File: src/source/icache_ctrl_reg_pkg.sv
// Register map of the cache control unit; only the low OFFSET_W address bits are decoded
package icache_ctrl_reg_pkg;

   // Address bits that select a register
   localparam int unsigned OFFSET_W = 8;

   // Peripheral data width, also the width of the selective flush address
   localparam int unsigned DATA_W = 32;

   // Returned for offsets that have no readback, 0x08 included
   localparam logic [DATA_W-1:0] READ_INVALID = 32'hDEAD_CA5E;

   // Word offsets of the control registers
   typedef enum logic [OFFSET_W-1:0] {
      REG_ENABLE        = 8'h00, // Bit 0 enables all caches
      REG_FLUSH         = 8'h04, // Bit 0 flushes L1 and L2
      REG_FLUSH_L1_ONLY = 8'h08, // Bit 0 flushes the private L1 caches
      REG_SEL_FLUSH     = 8'h0C, // Address to flush selectively
      REG_PREFETCH      = 8'h1C  // L1 to L1.5 prefetch enable per core
   } ctrl_reg_e;

endpackage

File: src/source/icache_ctrl_sync_pkg.sv
// Opcodes and states shared by the controller FSM and the per-level trackers
package icache_ctrl_sync_pkg;

   // Maintenance operation sent to one cache level
   typedef enum logic [2:0] {
      OP_NONE,      // Nothing to wait for
      OP_ENABLE,    // Wait for bypass status low
      OP_DISABLE,   // Wait for bypass status high
      OP_FLUSH,
      OP_SEL_FLUSH
   } sync_op_e;

   // Controller state
   typedef enum logic {
      S_IDLE,  // Granting requests
      S_SYNC   // Waiting on the cache acks
   } ctrl_state_e;

endpackage

File: src/source/icache_ctrl_regs.sv
// Control registers; NB_CORES + NB_CACHE_BANKS must not exceed the 32-bit data width
`timescale 1ns/10ps

module icache_ctrl_regs #(
   parameter int unsigned NB_CORES       = 9,
   parameter int unsigned NB_CACHE_BANKS = 4,
   parameter int unsigned ID_WIDTH       = 5
) (
   input  logic                                   clk_i,
   input  logic                                   rst_ni,
   input  logic                                   accept_i,
   input  logic                                   wr_en_i,
   input  logic                                   resp_i,
   input  logic                                   flush_clr_i,
   input  logic [icache_ctrl_reg_pkg::DATA_W-1:0] addr_i,
   input  logic [icache_ctrl_reg_pkg::DATA_W-1:0] wdata_i,
   input  logic [ID_WIDTH-1:0]                    id_i,
   output logic                                   r_valid_o,
   output logic [icache_ctrl_reg_pkg::DATA_W-1:0] r_rdata_o,
   output logic [ID_WIDTH-1:0]                    r_id_o,
   output logic [NB_CORES-1:0]                    l1_bypass_req_o,
   output logic [NB_CACHE_BANKS-1:0]              l2_bypass_req_o,
   output logic [icache_ctrl_reg_pkg::DATA_W-1:0] sel_flush_addr_o,
   output logic [NB_CORES-1:0]                    prefetch_en_o
);

   localparam int unsigned NB_TOT = NB_CORES + NB_CACHE_BANKS;

   logic                                   enable_q, enable_d;
   logic [NB_TOT-1:0]                      flush_q, flush_wr_d;
   logic [icache_ctrl_reg_pkg::DATA_W-1:0] sel_addr_q, sel_addr_d;
   logic [NB_CORES-1:0]                    prefetch_q, prefetch_d;
   logic [icache_ctrl_reg_pkg::DATA_W-1:0] addr_q;
   logic [ID_WIDTH-1:0]                    id_q;
   logic [icache_ctrl_reg_pkg::DATA_W-1:0] rd_addr;
   logic [icache_ctrl_reg_pkg::DATA_W-1:0] rdata_d;

   // Register values with the current write applied
   always_comb begin
      enable_d   = enable_q;
      flush_wr_d = flush_q;
      sel_addr_d = sel_addr_q;
      prefetch_d = prefetch_q;
      if (wr_en_i) begin
         case (addr_i[icache_ctrl_reg_pkg::OFFSET_W-1:0])
            icache_ctrl_reg_pkg::REG_ENABLE:        enable_d = wdata_i[0];
            icache_ctrl_reg_pkg::REG_FLUSH:         flush_wr_d = {NB_TOT{wdata_i[0]}};
            icache_ctrl_reg_pkg::REG_FLUSH_L1_ONLY: begin
               flush_wr_d = {{NB_CACHE_BANKS{1'b0}}, {NB_CORES{wdata_i[0]}}};
            end
            icache_ctrl_reg_pkg::REG_SEL_FLUSH:     sel_addr_d = wdata_i;
            icache_ctrl_reg_pkg::REG_PREFETCH:      prefetch_d = wdata_i[NB_CORES-1:0];
            default: ;
         endcase
      end
   end

   always_ff @(posedge clk_i or negedge rst_ni) begin
      if (!rst_ni) begin
         enable_q   <= 1'b0;
         flush_q    <= '0;
         sel_addr_q <= '0;
         prefetch_q <= '0;
         r_valid_o  <= 1'b0;
      end else begin
         enable_q   <= enable_d;
         flush_q    <= flush_clr_i ? '0 : flush_wr_d; // Cleared once the flush is answered
         sel_addr_q <= sel_addr_d;
         prefetch_q <= prefetch_d;
         r_valid_o  <= resp_i;
      end
   end

   // Request context kept for the delayed answer of a sync write
   always_ff @(posedge clk_i) begin
      if (accept_i) begin
         addr_q <= addr_i;
         id_q   <= id_i;
      end
   end

   assign rd_addr = accept_i ? addr_i : addr_q;

   // Readback mux
   always_comb begin
      rdata_d = '0;
      case (rd_addr[icache_ctrl_reg_pkg::OFFSET_W-1:0])
         icache_ctrl_reg_pkg::REG_ENABLE:    rdata_d[NB_TOT-1:0] = {NB_TOT{enable_d}};
         icache_ctrl_reg_pkg::REG_FLUSH:     rdata_d[NB_TOT-1:0] = flush_wr_d; // L1 in low bits
         icache_ctrl_reg_pkg::REG_SEL_FLUSH: rdata_d = sel_addr_d;
         icache_ctrl_reg_pkg::REG_PREFETCH:  rdata_d[NB_CORES-1:0] = prefetch_d;
         default:                            rdata_d = icache_ctrl_reg_pkg::READ_INVALID;
      endcase
   end

   always_ff @(posedge clk_i) begin
      if (resp_i) begin
         r_rdata_o <= rdata_d;
         r_id_o    <= accept_i ? id_i : id_q;
      end
   end

   // Bypass requested on every port while disabled
   assign l1_bypass_req_o  = {NB_CORES{~enable_q}};
   assign l2_bypass_req_o  = {NB_CACHE_BANKS{~enable_q}};
   assign sel_flush_addr_o = sel_addr_q;
   assign prefetch_en_o    = prefetch_q;

endmodule

File: src/source/icache_level_sync.sv
// Tracks one cache level; acks may be pulses or levels, each is needed only once per port
`timescale 1ns/10ps

module icache_level_sync #(
   parameter int unsigned NB_PORTS = 4
) (
   input  logic                           clk_i,
   input  logic                           rst_ni,
   input  logic                           start_i,
   input  icache_ctrl_sync_pkg::sync_op_e op_i,
   input  logic [NB_PORTS-1:0]            bypass_ack_i,
   input  logic [NB_PORTS-1:0]            flush_ack_i,
   input  logic [NB_PORTS-1:0]            sel_flush_ack_i,
   output logic [NB_PORTS-1:0]            flush_req_o,
   output logic [NB_PORTS-1:0]            sel_flush_req_o,
   output logic                           done_o
);

   icache_ctrl_sync_pkg::sync_op_e op_q;
   logic [NB_PORTS-1:0]            pending_q;
   logic [NB_PORTS-1:0]            port_done;

   // Per-port completion condition of the stored operation
   always_comb begin
      case (op_q)
         icache_ctrl_sync_pkg::OP_ENABLE:    port_done = ~bypass_ack_i;
         icache_ctrl_sync_pkg::OP_DISABLE:   port_done = bypass_ack_i;
         icache_ctrl_sync_pkg::OP_FLUSH:     port_done = flush_ack_i;
         icache_ctrl_sync_pkg::OP_SEL_FLUSH: port_done = sel_flush_ack_i;
         default:                            port_done = '0;
      endcase
   end

   always_ff @(posedge clk_i or negedge rst_ni) begin
      if (!rst_ni) begin
         op_q      <= icache_ctrl_sync_pkg::OP_NONE;
         pending_q <= '0;
      end else if (start_i) begin
         op_q      <= op_i;
         pending_q <= (op_i == icache_ctrl_sync_pkg::OP_NONE) ? '0 : '1;
      end else begin
         pending_q <= pending_q & ~port_done; // Sticky once a port is seen done
      end
   end

   // Requests stay up only on ports still pending
   assign flush_req_o     = (op_q == icache_ctrl_sync_pkg::OP_FLUSH) ? pending_q : '0;
   assign sel_flush_req_o = (op_q == icache_ctrl_sync_pkg::OP_SEL_FLUSH) ? pending_q : '0;

   assign done_o = (pending_q == '0);

endmodule

File: src/source/icache_ctrl_fsm.sv
// Controller FSM; one request at a time, grant is withheld while a maintenance op runs
`timescale 1ns/10ps

module icache_ctrl_fsm (
   input  logic                                   clk_i,
   input  logic                                   rst_ni,
   input  logic                                   req_i,
   input  logic                                   wen_i,
   input  logic [icache_ctrl_reg_pkg::DATA_W-1:0] addr_i,
   input  logic                                   wdata0_i,
   output logic                                   gnt_o,
   output logic                                   accept_o,
   output logic                                   wr_en_o,
   output logic                                   resp_o,
   output logic                                   flush_clr_o,
   output logic                                   start_o,
   output icache_ctrl_sync_pkg::sync_op_e         l1_op_o,
   output icache_ctrl_sync_pkg::sync_op_e         l2_op_o,
   input  logic                                   l1_done_i,
   input  logic                                   l2_done_i
);

   icache_ctrl_sync_pkg::ctrl_state_e state_q, state_d;
   logic                              is_sync;
   logic                              flush_q;

   // Per-level opcode of a write
   always_comb begin
      is_sync = 1'b0;
      l1_op_o = icache_ctrl_sync_pkg::OP_NONE;
      l2_op_o = icache_ctrl_sync_pkg::OP_NONE;
      case (addr_i[icache_ctrl_reg_pkg::OFFSET_W-1:0])
         icache_ctrl_reg_pkg::REG_ENABLE: begin
            is_sync = 1'b1;
            l1_op_o = wdata0_i ? icache_ctrl_sync_pkg::OP_ENABLE
                               : icache_ctrl_sync_pkg::OP_DISABLE;
            l2_op_o = l1_op_o;
         end
         icache_ctrl_reg_pkg::REG_FLUSH: begin
            is_sync = 1'b1;
            if (wdata0_i) begin
               l1_op_o = icache_ctrl_sync_pkg::OP_FLUSH;
               l2_op_o = icache_ctrl_sync_pkg::OP_FLUSH;
            end
         end
         icache_ctrl_reg_pkg::REG_FLUSH_L1_ONLY: begin
            is_sync = 1'b1;
            if (wdata0_i) begin
               l1_op_o = icache_ctrl_sync_pkg::OP_FLUSH; // L2 left alone
            end
         end
         icache_ctrl_reg_pkg::REG_SEL_FLUSH: begin
            is_sync = 1'b1;
            l1_op_o = icache_ctrl_sync_pkg::OP_SEL_FLUSH;
            l2_op_o = icache_ctrl_sync_pkg::OP_SEL_FLUSH;
         end
         default: ;
      endcase
   end

   assign gnt_o    = (state_q == icache_ctrl_sync_pkg::S_IDLE);
   assign accept_o = req_i & gnt_o;
   assign wr_en_o  = accept_o & ~wen_i;

   always_comb begin
      state_d     = state_q;
      resp_o      = 1'b0;
      start_o     = 1'b0;
      flush_clr_o = 1'b0;
      case (state_q)
         icache_ctrl_sync_pkg::S_IDLE: begin
            if (accept_o) begin
               if (!wen_i && is_sync) begin
                  start_o = 1'b1;
                  state_d = icache_ctrl_sync_pkg::S_SYNC;
               end else begin
                  resp_o = 1'b1; // Reads and simple writes answer at once
               end
            end
         end
         icache_ctrl_sync_pkg::S_SYNC: begin
            if (l1_done_i && l2_done_i) begin
               resp_o      = 1'b1;
               flush_clr_o = flush_q;
               state_d     = icache_ctrl_sync_pkg::S_IDLE;
            end
         end
         default: state_d = icache_ctrl_sync_pkg::S_IDLE;
      endcase
   end

   always_ff @(posedge clk_i or negedge rst_ni) begin
      if (!rst_ni) begin
         state_q <= icache_ctrl_sync_pkg::S_IDLE;
         flush_q <= 1'b0;
      end else begin
         state_q <= state_d;
         if (start_o) begin
            // Flush bits are cleared only after a real flush
            flush_q <= (l1_op_o == icache_ctrl_sync_pkg::OP_FLUSH);
         end
      end
   end

endmodule

File: src/source/icache_ctrl_unit.sv
// Cache control unit top; NB_CORES + NB_CACHE_BANKS must not exceed 32
`timescale 1ns/10ps

module icache_ctrl_unit #(
   parameter int unsigned NB_CORES       = 9,
   parameter int unsigned NB_CACHE_BANKS = 4,
   parameter int unsigned ID_WIDTH       = 5
) (
   input  logic                                   clk_i,
   input  logic                                   rst_ni,
   // Peripheral slave port
   input  logic                                   periph_req_i,
   input  logic [icache_ctrl_reg_pkg::DATA_W-1:0] periph_addr_i,
   input  logic                                   periph_wen_i,
   input  logic [icache_ctrl_reg_pkg::DATA_W-1:0] periph_wdata_i,
   input  logic [ID_WIDTH-1:0]                    periph_id_i,
   output logic                                   periph_gnt_o,
   output logic                                   periph_r_valid_o,
   output logic [ID_WIDTH-1:0]                    periph_r_id_o,
   output logic [icache_ctrl_reg_pkg::DATA_W-1:0] periph_r_rdata_o,
   // Private L1 caches
   output logic [NB_CORES-1:0]                    l1_bypass_req_o,
   input  logic [NB_CORES-1:0]                    l1_bypass_ack_i,
   output logic [NB_CORES-1:0]                    l1_flush_req_o,
   input  logic [NB_CORES-1:0]                    l1_flush_ack_i,
   output logic [NB_CORES-1:0]                    l1_sel_flush_req_o,
   input  logic [NB_CORES-1:0]                    l1_sel_flush_ack_i,
   // Shared L2 banks
   output logic [NB_CACHE_BANKS-1:0]              l2_bypass_req_o,
   input  logic [NB_CACHE_BANKS-1:0]              l2_bypass_ack_i,
   output logic [NB_CACHE_BANKS-1:0]              l2_flush_req_o,
   input  logic [NB_CACHE_BANKS-1:0]              l2_flush_ack_i,
   output logic [NB_CACHE_BANKS-1:0]              l2_sel_flush_req_o,
   input  logic [NB_CACHE_BANKS-1:0]              l2_sel_flush_ack_i,
   output logic [icache_ctrl_reg_pkg::DATA_W-1:0] sel_flush_addr_o,
   output logic [NB_CORES-1:0]                    l1_l15_prefetch_en_o
);

   logic                           accept, wr_en, resp, flush_clr, start;
   logic                           l1_done, l2_done;
   icache_ctrl_sync_pkg::sync_op_e l1_op, l2_op;

   icache_ctrl_regs #(
      .NB_CORES       (NB_CORES),
      .NB_CACHE_BANKS (NB_CACHE_BANKS),
      .ID_WIDTH       (ID_WIDTH)
   ) i_regs (
      .clk_i            (clk_i),
      .rst_ni           (rst_ni),
      .accept_i         (accept),
      .wr_en_i          (wr_en),
      .resp_i           (resp),
      .flush_clr_i      (flush_clr),
      .addr_i           (periph_addr_i),
      .wdata_i          (periph_wdata_i),
      .id_i             (periph_id_i),
      .r_valid_o        (periph_r_valid_o),
      .r_rdata_o        (periph_r_rdata_o),
      .r_id_o           (periph_r_id_o),
      .l1_bypass_req_o  (l1_bypass_req_o),
      .l2_bypass_req_o  (l2_bypass_req_o),
      .sel_flush_addr_o (sel_flush_addr_o),
      .prefetch_en_o    (l1_l15_prefetch_en_o)
   );

   icache_ctrl_fsm i_fsm (
      .clk_i       (clk_i),
      .rst_ni      (rst_ni),
      .req_i       (periph_req_i),
      .wen_i       (periph_wen_i),
      .addr_i      (periph_addr_i),
      .wdata0_i    (periph_wdata_i[0]),
      .gnt_o       (periph_gnt_o),
      .accept_o    (accept),
      .wr_en_o     (wr_en),
      .resp_o      (resp),
      .flush_clr_o (flush_clr),
      .start_o     (start),
      .l1_op_o     (l1_op),
      .l2_op_o     (l2_op),
      .l1_done_i   (l1_done),
      .l2_done_i   (l2_done)
   );

   // One tracker per cache level
   icache_level_sync #(
      .NB_PORTS (NB_CORES)
   ) i_l1_sync (
      .clk_i           (clk_i),
      .rst_ni          (rst_ni),
      .start_i         (start),
      .op_i            (l1_op),
      .bypass_ack_i    (l1_bypass_ack_i),
      .flush_ack_i     (l1_flush_ack_i),
      .sel_flush_ack_i (l1_sel_flush_ack_i),
      .flush_req_o     (l1_flush_req_o),
      .sel_flush_req_o (l1_sel_flush_req_o),
      .done_o          (l1_done)
   );

   icache_level_sync #(
      .NB_PORTS (NB_CACHE_BANKS)
   ) i_l2_sync (
      .clk_i           (clk_i),
      .rst_ni          (rst_ni),
      .start_i         (start),
      .op_i            (l2_op),
      .bypass_ack_i    (l2_bypass_ack_i),
      .flush_ack_i     (l2_flush_ack_i),
      .sel_flush_ack_i (l2_sel_flush_ack_i),
      .flush_req_o     (l2_flush_req_o),
      .sel_flush_req_o (l2_sel_flush_req_o),
      .done_o          (l2_done)
   );

endmodule

File: config.mk
export PLATFORM = sky130hd
export DESIGN_NAME = icache_ctrl_unit
export DESIGN_NICKNAME = d
export VERILOG_FILES = /design/src/source/icache_ctrl_reg_pkg.sv /design/src/source/icache_ctrl_sync_pkg.sv /design/src/source/icache_ctrl_regs.sv /design/src/source/icache_level_sync.sv /design/src/source/icache_ctrl_fsm.sv /design/src/source/icache_ctrl_unit.sv
export SDC_FILE = /design/constraint.sdc
export NUM_CORES = 1
export LEC_CHECK = 0
export ABC_AREA = 1
export BUFFER_PORTS_ARGS = -buffer_cell sky130_fd_sc_hd__buf_2
export CORE_ASPECT_RATIO = 0.9
export CORE_UTILIZATION = 54
export CTS_CLUSTER_SIZE = 16
export DETAILED_ROUTE_END_ITERATION = 8
export PLACE_DENSITY = 0.86
export SLEW_MARGIN = 10
export SYNTH_ARGS = -nofsm -noshare
export SYNTH_HDL_FRONTEND = slang
export SYNTH_SLANG_ARGS = --single-unit
File: constraint.sdc
create_clock -name clk_i -period 9.4 [get_ports clk_i]
set_clock_uncertainty 0.2 [all_clocks]
set_input_delay 0 -clock clk_i [delete_from_list [all_inputs] [get_ports clk_i]]
set_output_delay 0 -clock clk_i [all_outputs]
set_load 0.01 [all_outputs]
==> results of run 1 <==
cells by family after synthesis:
family | count (synthesis)
AOI/OAI and AO/OA | 55
buffers and inverters | 166
DFF | 126
and+or+nand+nor | 450
registers in the layout, indices dropped and copies added, names as in the netlist:
name / cells
i_regs.prefetch_en_o: 9
i_regs.flush_q: 13
i_fsm.state_q: 1
i_l2_sync.pending_q: 4
i_regs.addr_q: 8
i_regs.enable_q: 1
i_fsm.flush_q: 1
i_regs.r_id_o: 5
i_regs.id_q: 5
i_l1_sync.op_q: 2
i_l2_sync.op_q: 3
i_regs.r_valid_o: 1
i_l1_sync.pending_q: 9
i_regs.sel_flush_addr_o: 32
i_regs.r_rdata_o: 32
path summary, 6_finish.rpt:
kind / start / end / slack [ns]
hold reg to reg: i_regs.id_q[4]$_DFF_P_ / i_regs.id_q[4]$_DFF_P_ / 0.25
setup / recovery: periph_addr_i[2] / i_regs.r_rdata_o[0]$_DFFE_PP_ / 6.04
max in group asynchronous: rst_ni / i_regs.flush_q[12]$_DFF_PN0_ / 8.28
hold / removal: rst_ni / i_regs.sel_flush_addr_o[22]$_DFF_PN0_ / 0.08
min in group clk_i: periph_wdata_i[26] / i_regs.sel_flush_addr_o[26]$_DFF_PN0_ / 0.19
setup reg to reg: i_fsm.state_q$_DFF_PN0_ / i_regs.r_rdata_o[0]$_DFFE_PP_ / 6.37
critical path: cells and delay by family:
kind / cells / cell delay (ns)
AND/OR/NAND/NOR: 7 / 1.85
buffers and inverters: 4 / 1.35
AO/OA/AOI/OAI: 1 / 0.09
power by group through the flow:
stage	Combinational, W	Clock (W)	Sequential, W
floorplan	0.0000660	0	0.000609
global placement	0.000116	0	0.000603
detailed placement	0.000118	0	0.000604
CTS	0.000152	0.000696	0.000594
global route	0.000173	0.000725	0.000597
finish	0.000158	0.000697	0.000595
per-stage QoR:
step	cell area (um^2)	total power [W]	worst slack, ns	util, %
3_3_place_gp	7330	0.000719	6.43	64.1
6_report	8860	0.00145	6.04	77.5
2_1_floorplan	6370	0.000675	5.26	-
4_1_cts	8860	0.00144	6.09	77.5
3_5_place_dp	7330	0.000723	6.42	64.1
5_1_grt	8860	0.00149	5.88	77.5
what timing repair did:
action,in CTS,in global routing
hold buffers,91,0
hold endpoints to repair,185,0
endpoints found under the setup margin,0,0
cell type report:
| cell class | instances | area share, % |
|---|---|---|
| Sequential cell | 126 | 36.9 |
| Multi-Input combinational cell | 505 | 26.2 |
| Timing Repair Buffer | 299 | 22.1 |
| Inverter | 128 | 5.51 |
| Clock buffer | 17 | 4.80 |
| Clock inverter | 15 | 2.23 |
| Tap cell | 156 | 2.20 |
synthesized netlist by cell type, drive strengths merged:
cell / instances
a211oi: 3
a21oi: 7
a22oi: 1
a31oi: 1
buf: 32
clkbuf: 6
clkinv: 2
dfrtp: 76
dfxtp: 13
edfxtp: 37
inv: 126
nand2: 256
nand3: 77
nand3b: 3
nand4: 6
nor2: 102
nor3: 5
nor4: 1
o2111ai: 2
o21ai: 35
o22ai: 6
routing by layer:
metal / routed length, um / share of wire (%) / vias to the layer above / GRT usage [%]
li1: - / - / 3025 / -
met1: 7190 / 37 / 3034 / 35.4
met2: 9800 / 51 / 327 / 56.7
met3: 1510 / 7.8 / 80 / 9.57
met4: 725 / 3.8 / 0 / 16.7
met5: 0 / 0 / - / 0
==> reports/metrics.cfg, run 1 <==
[yosys]
synthDistinctLibCells=38
syn-num-nets=909
combinational_family_with_the_most_area_after_synthesis=simple AND/OR/NAND/NOR gates
synthesis.yosys.warnings=0
post-synth-top-area-fraction_pct=29.9
synth.yosys.seq_area_share_pct=51.4
synth.ff_latch_count=126
synthesis.area_mm2=0.00637
netlist.top_cell.by_area=dfrtp_1
muxShareOfSynthArea_pct=0
synth-compound-area-share_pct=4.80
synth_xor_area_share_pct=0
synthSimpleGateAreaFrac_pct=31.5
synth.area.top_cells=dfrtp_1, edfxtp_1, nand2_1, inv_1, nand3_1
synthesis.instances=797
synth_adder_area_share_pct=0
postSynthAreaPerCell_um2=7.99

[critical_path]
critPathArrivalTime_ns=3.30
critPathLaunchType=input port
worst-r2r-cell-count=8
crit_chain=dlygate4sd3_1 > buf_2 > nand2_1 > dlygate4sd3_1 > inv_2 > nand2_1 > nor2_4 > nand2_1 > nand2_1 > o21ai_2 > nand2_1 > nand4_1
crit_path_frequent_cell=nand2_1
worst_setup_path_type=in -> reg
worst-endpoint-required_ns=9.34
crit_path_end_kind=register
worst_path_largest_cell_delay_ns=0.64
largest_fanout_on_the_critical_path=25
cpMaxStageDelayCell=nand2_1

[drt]
dr.pass1.iters=6
mean_routed_wirelength_per_cell_um=15.4
ant_nets=0
detailroute.via_count=6466
drc_errors=0
number_of_vias_per_cell=5.19
drtIter0Drc=552
wl_mm=19.2

[clocking]
numCtsBuffers=17
worst_skew_pair_later_pin_latency_ns=0.42
tritoncts=built
cts-htree-levels=4
cts_repair_resize_count=0
clk_transition_reported_paths_ns=0.06
cts_max_path_buffers=2
cts-root-buf=clkbuf_16
cts_post_setup_buffers_inserted=0
cts.sink_count=126

[floorplan]
die_h_um=105
fp.dieW_um=116
boundaryPins=231
floorplan.die_area_mm2=0.0122
initial_core_util_pct=55.7
std_cell_rows=37
core_area_mm2=0.0114

[job]
max-cap-violations=0

[pwr]
powerDensity_mw_per_mm2=164
power.clock.fraction_pct=48.1
power_switching_w=0.000369
power.share.sequential_pct=41.0
vdd_drop_max_mv=0.163
power_frac_comb_pct=10.9
cell_internal_pwr_w=0.00108
power.static_leakage_nw=4.45
switching_share_pct=25.5

[final_layout]
regArea_mm2=0.00327
insertedDiodeCount=0
filler_cell_count=742
multi_input_comb_area_mm2=0.00232
mostFrequentLayoutCell=nand2_1
number_of_standard_cells_in_the_final_layout_excluding_fillers=1246
final_cell_mix=nand2_1, buf_2, inv_1
final_layout_size_suffix_gt1_share_pct=25.7
nets=1189
area_growth_syn_to_layout_pct=39.2

[placement]
dp.final_hpwl_mm=10.9
place.port_buffers=206
gp_congestion=0.829
post-place-cells=1123

[grt]
antenna_found_initial=0
global_route_wire_length_before_repair_mm=30.2
grt_pass1_vias=6414
grt_start_max_net_pins=77
gr-usage-all-layers_pct=32.6
globalRoute.totalOverflow=0

[sta]
worstMarginPinSlew_ns=0.980
min_period_over_period_pct=35.7
final-max-slew-violation-count=0
timing.final.crit_period_ns=3.36
timing.hold.ws_ns=0.0789
setup_tns_ns=0
final-hold-violation-count=0
max_clock_freq_mhz=298
final_number_of_setup_violating_endpoints=0
grt_setup_unrepaired=false
slew-limit-headroom_pct=34.7

[status]
status=finished clean

[hold_path]
min_path_type=in -> async

Power figures use the tool's default switching activity.
==> inputs of run 2 (changes only) <==
--- a/config.mk
+++ b/config.mk
@@ -8,10 +8,10 @@
 export ABC_AREA = 1
 export BUFFER_PORTS_ARGS = -buffer_cell sky130_fd_sc_hd__buf_2
 export CORE_ASPECT_RATIO = 0.9
-export CORE_UTILIZATION = 54
+export CORE_UTILIZATION = 45
 export CTS_CLUSTER_SIZE = 16
 export DETAILED_ROUTE_END_ITERATION = 8
-export PLACE_DENSITY = 0.86
+export PLACE_DENSITY = 0.77
 export SLEW_MARGIN = 10
 export SYNTH_ARGS = -nofsm -noshare
 export SYNTH_HDL_FRONTEND = slang
==> constraint.sdc (replaced) <==
create_clock -name clk_i -period 2.7 [get_ports clk_i]
set_clock_uncertainty 0.2 [all_clocks]
set_input_delay 0 -clock clk_i [delete_from_list [all_inputs] [get_ports clk_i]]
set_output_delay 0 -clock clk_i [all_outputs]
set_load 0.01 [all_outputs]
==> reports/metrics.cfg, run 2 (synthesis results as in run 1) <==
[status]
status=finished clean

[clocking]
cts-root-buf=clkbuf_16
cts_max_path_buffers=2  ; unchanged
cts.sink_count=126  ; unchanged
worst_skew_pair_later_pin_latency_ns=0.43  ; about the same
cts-htree-levels=4  ; unchanged
clk_transition_reported_paths_ns=0.07  ; about the same
tritoncts=built
cts_post_setup_buffers_inserted=0  ; unchanged
numCtsBuffers=17  ; unchanged

[sta]
min_period_over_period_pct=95.4
timing.hold.ws_ns=0.0780  ; -0.000881 ns
slew-limit-headroom_pct=32.9  ; -1.7 points
timing.final.crit_period_ns=2.58
max_clock_freq_mhz=388
final-max-slew-violation-count=0  ; unchanged
final-hold-violation-count=0  ; unchanged
final_setup_slack_of_the_worst_path_ns=0.125  ; -5.92 ns
grt_setup_unrepaired=true
worstMarginPinSlew_ns=1.01  ; +0.0259 ns
final_number_of_setup_violating_endpoints=0  ; unchanged

[floorplan]
die_h_um=115  ; +9.4%
std_cell_rows=40  ; +8.1%
initial_core_util_pct=46.9  ; -8.7 points
floorplan.die_area_mm2=0.0146  ; +20%
core_area_mm2=0.0136  ; +19%
fp.dieW_um=127  ; +9.4%
boundaryPins=231  ; unchanged

[placement]
place_ws_ns=0.244  ; -6.17 ns
gp_congestion=0.773  ; -6.7%
placed_cell_area_mm2=0.00744  ; +1.6%
dp.final_hpwl_mm=11.3  ; +3.4%
place.port_buffers=206  ; unchanged

[pwr]
power.clock.fraction_pct=46.3  ; -1.8 points
power.share.sequential_pct=42.5  ; +1.5 points
switching_share_pct=27.7  ; +2.2 points
power_frac_comb_pct=11.1  ; +0.2 points
vdd_drop_max_mv=0.426  ; +160%
power_switching_w=0.00135  ; +270%
cell_internal_pwr_w=0.00352  ; +230%
total_power_w=0.00487  ; +240%
power.static_leakage_nw=4.45  ; +0.19%
powerDensity_mw_per_mm2=549  ; +240%

[critical_path]
worst_path_largest_cell_delay_ns=0.56  ; -0.08 ns
critPathLaunchType=register
crit_start=i_l1_sync.op_q[1]$_DFFE_PN0P_
critPathArrivalTime_ns=2.67  ; -0.63 ns
cpMaxStageDelayCell=nor3_2
timing.reg2reg.setup_slack_ns=0.12  ; -6.25 ns
worst_setup_path_type=reg -> reg
rr_startpoint=i_l1_sync.op_q[1]$_DFFE_PN0P_
crit_path_end_kind=register
critical_path.reg2reg.endpoint=i_l1_sync.pending_q[6]$_DFF_PN0_
critPathCapture=i_l1_sync.pending_q[6]$_DFF_PN0_
worst-r2r-cell-count=8  ; unchanged
crit_chain=inv_1 > nor3_2 > nand2_1 > o21ai_0 > nor2_1 > dlygate4sd3_1 > nand3_1 > nand2_1
crit_path_frequent_cell=nand2_1
largest_fanout_on_the_critical_path=9  ; -64%
worst-endpoint-required_ns=2.80  ; -6.54 ns

[drt]
drtIter0Drc=496  ; -10%
detailroute.via_count=6182  ; -4.4%
number_of_vias_per_cell=4.84  ; -6.7%
wl_mm=18.2  ; -5.4%
dr.pass1.iters=6  ; unchanged
ant_nets=0  ; unchanged
mean_routed_wirelength_per_cell_um=14.2  ; -7.7%
drc_errors=0  ; unchanged

[grt]
globalRoute.totalOverflow=0  ; unchanged
grt_start_max_net_pins=77  ; unchanged
antenna_found_initial=0  ; unchanged
gr-usage-all-layers_pct=25.7  ; -6.9 points
global_route_wire_length_before_repair_mm=29.2  ; -3.3%
grt_pass1_vias=6057  ; -5.6%

[final_layout]
mostFrequentLayoutCell=nand2_1
filler_cell_count=1098  ; +48%
area_growth_syn_to_layout_pct=39.2  ; about the same
nets=1187  ; -0.17%
design_area_mm2=0.00886  ; about the same
insertedDiodeCount=0  ; unchanged
final_layout_size_suffix_gt1_share_pct=26.7  ; +1.1 points
post-route-util_pct=65.3  ; -12 points
final_cell_mix=nand2_1, buf_2, inv_1

[hold_path]
min_path_type=in -> async

[job]
max-cap-violations=0  ; unchanged

[run 2: cell count changes in the layout (fill, tap and decap cells not counted), moves of 3 or more]
cell,change
bufinv_16,-3
buf_4,+7
dlygate4sd3_1,-10
clkinv_8,+3
inv_8,+3
[run 2: repair_timing]
action | CTS | global route
endpoints found under the setup margin | 0 | 6
gates resized for setup | 0 | 4
endpoints found under the hold margin | 190 | 0
hold buffers | 81 | 0
[run 2: power groups by stage]
stage / combinational (W) / clock [W] / sequential [W]
2_1_floorplan: 0.000231 / 0 / 0.00212
3_3_place_gp: 0.000414 / 0 / 0.00210
3_5_place_dp: 0.000420 / 0 / 0.00210
4_1_cts: 0.000530 / 0.00226 / 0.00207
5_1_grt: 0.000600 / 0.00236 / 0.00208
6_report: 0.000541 / 0.00225 / 0.00207
[run 2: worst min-delay path by stage]
stage / start / to / slack [ns] / cells after the start
floorplan: rst_ni / i_fsm.flush_q$_DFFE_PN0P_ / -0.50 / 0
detailed placement: periph_id_i[3] / i_regs.id_q[3]$_DFF_P_ / 0.01 / 3
global placement: periph_id_i[2] / i_regs.id_q[2]$_DFF_P_ / 0.006 / 3
finish: rst_ni / i_regs.sel_flush_addr_o[27]$_DFF_PN0_ / 0.08 / 2
CTS: periph_id_i[3] / i_regs.id_q[3]$_DFF_P_ / 0.11 / 4
global route: periph_id_i[1] / i_regs.id_q[1]$_DFF_P_ / 0.14 / 4
[run 2: area by class of cell]
cell class / instances / area [um^2] / share of cell area (%)
well taps: 189 / 236 / 2.67
inverters: 128 / 488 / 5.51
repair buffers: 297 / 1930 / 21.8
clock buffers: 17 / 425 / 4.80
flip-flops and latches: 126 / 3270 / 36.9
multi-input cells: 505 / 2340 / 26.4
clock inverters: 15 / 165 / 1.86
[run 2: metrics by stage]
stage | setup TNS, ns | instances
floorplan | 0 | 797
finish | 0 | 1277
CTS | 0 | 1277
global placement | 0 | 1164
global route | -0.0201 | 1277
detailed placement | 0 | 1164
[run 2: layer usage]
metal,vias to the layer above,GRT usage [%],wire length [um]
met5,-,0,0
met4,0,10.7,442
met3,43,6.24,960
met2,184,43.7,9030
met1,2932,31.5,7740
li1,3023,-,-
[run 2: critical path, delay by kind of cell (launching register included)]
| kind | cells | cell delay, ns |
|---|---|---|
| AOI/OAI and AO/OA | 1 | 0.13 |
| and+or+nand+nor | 5 | 0.90 |
| DFF | 1 | 0.50 |
| buffers and inverters | 2 | 0.72 |
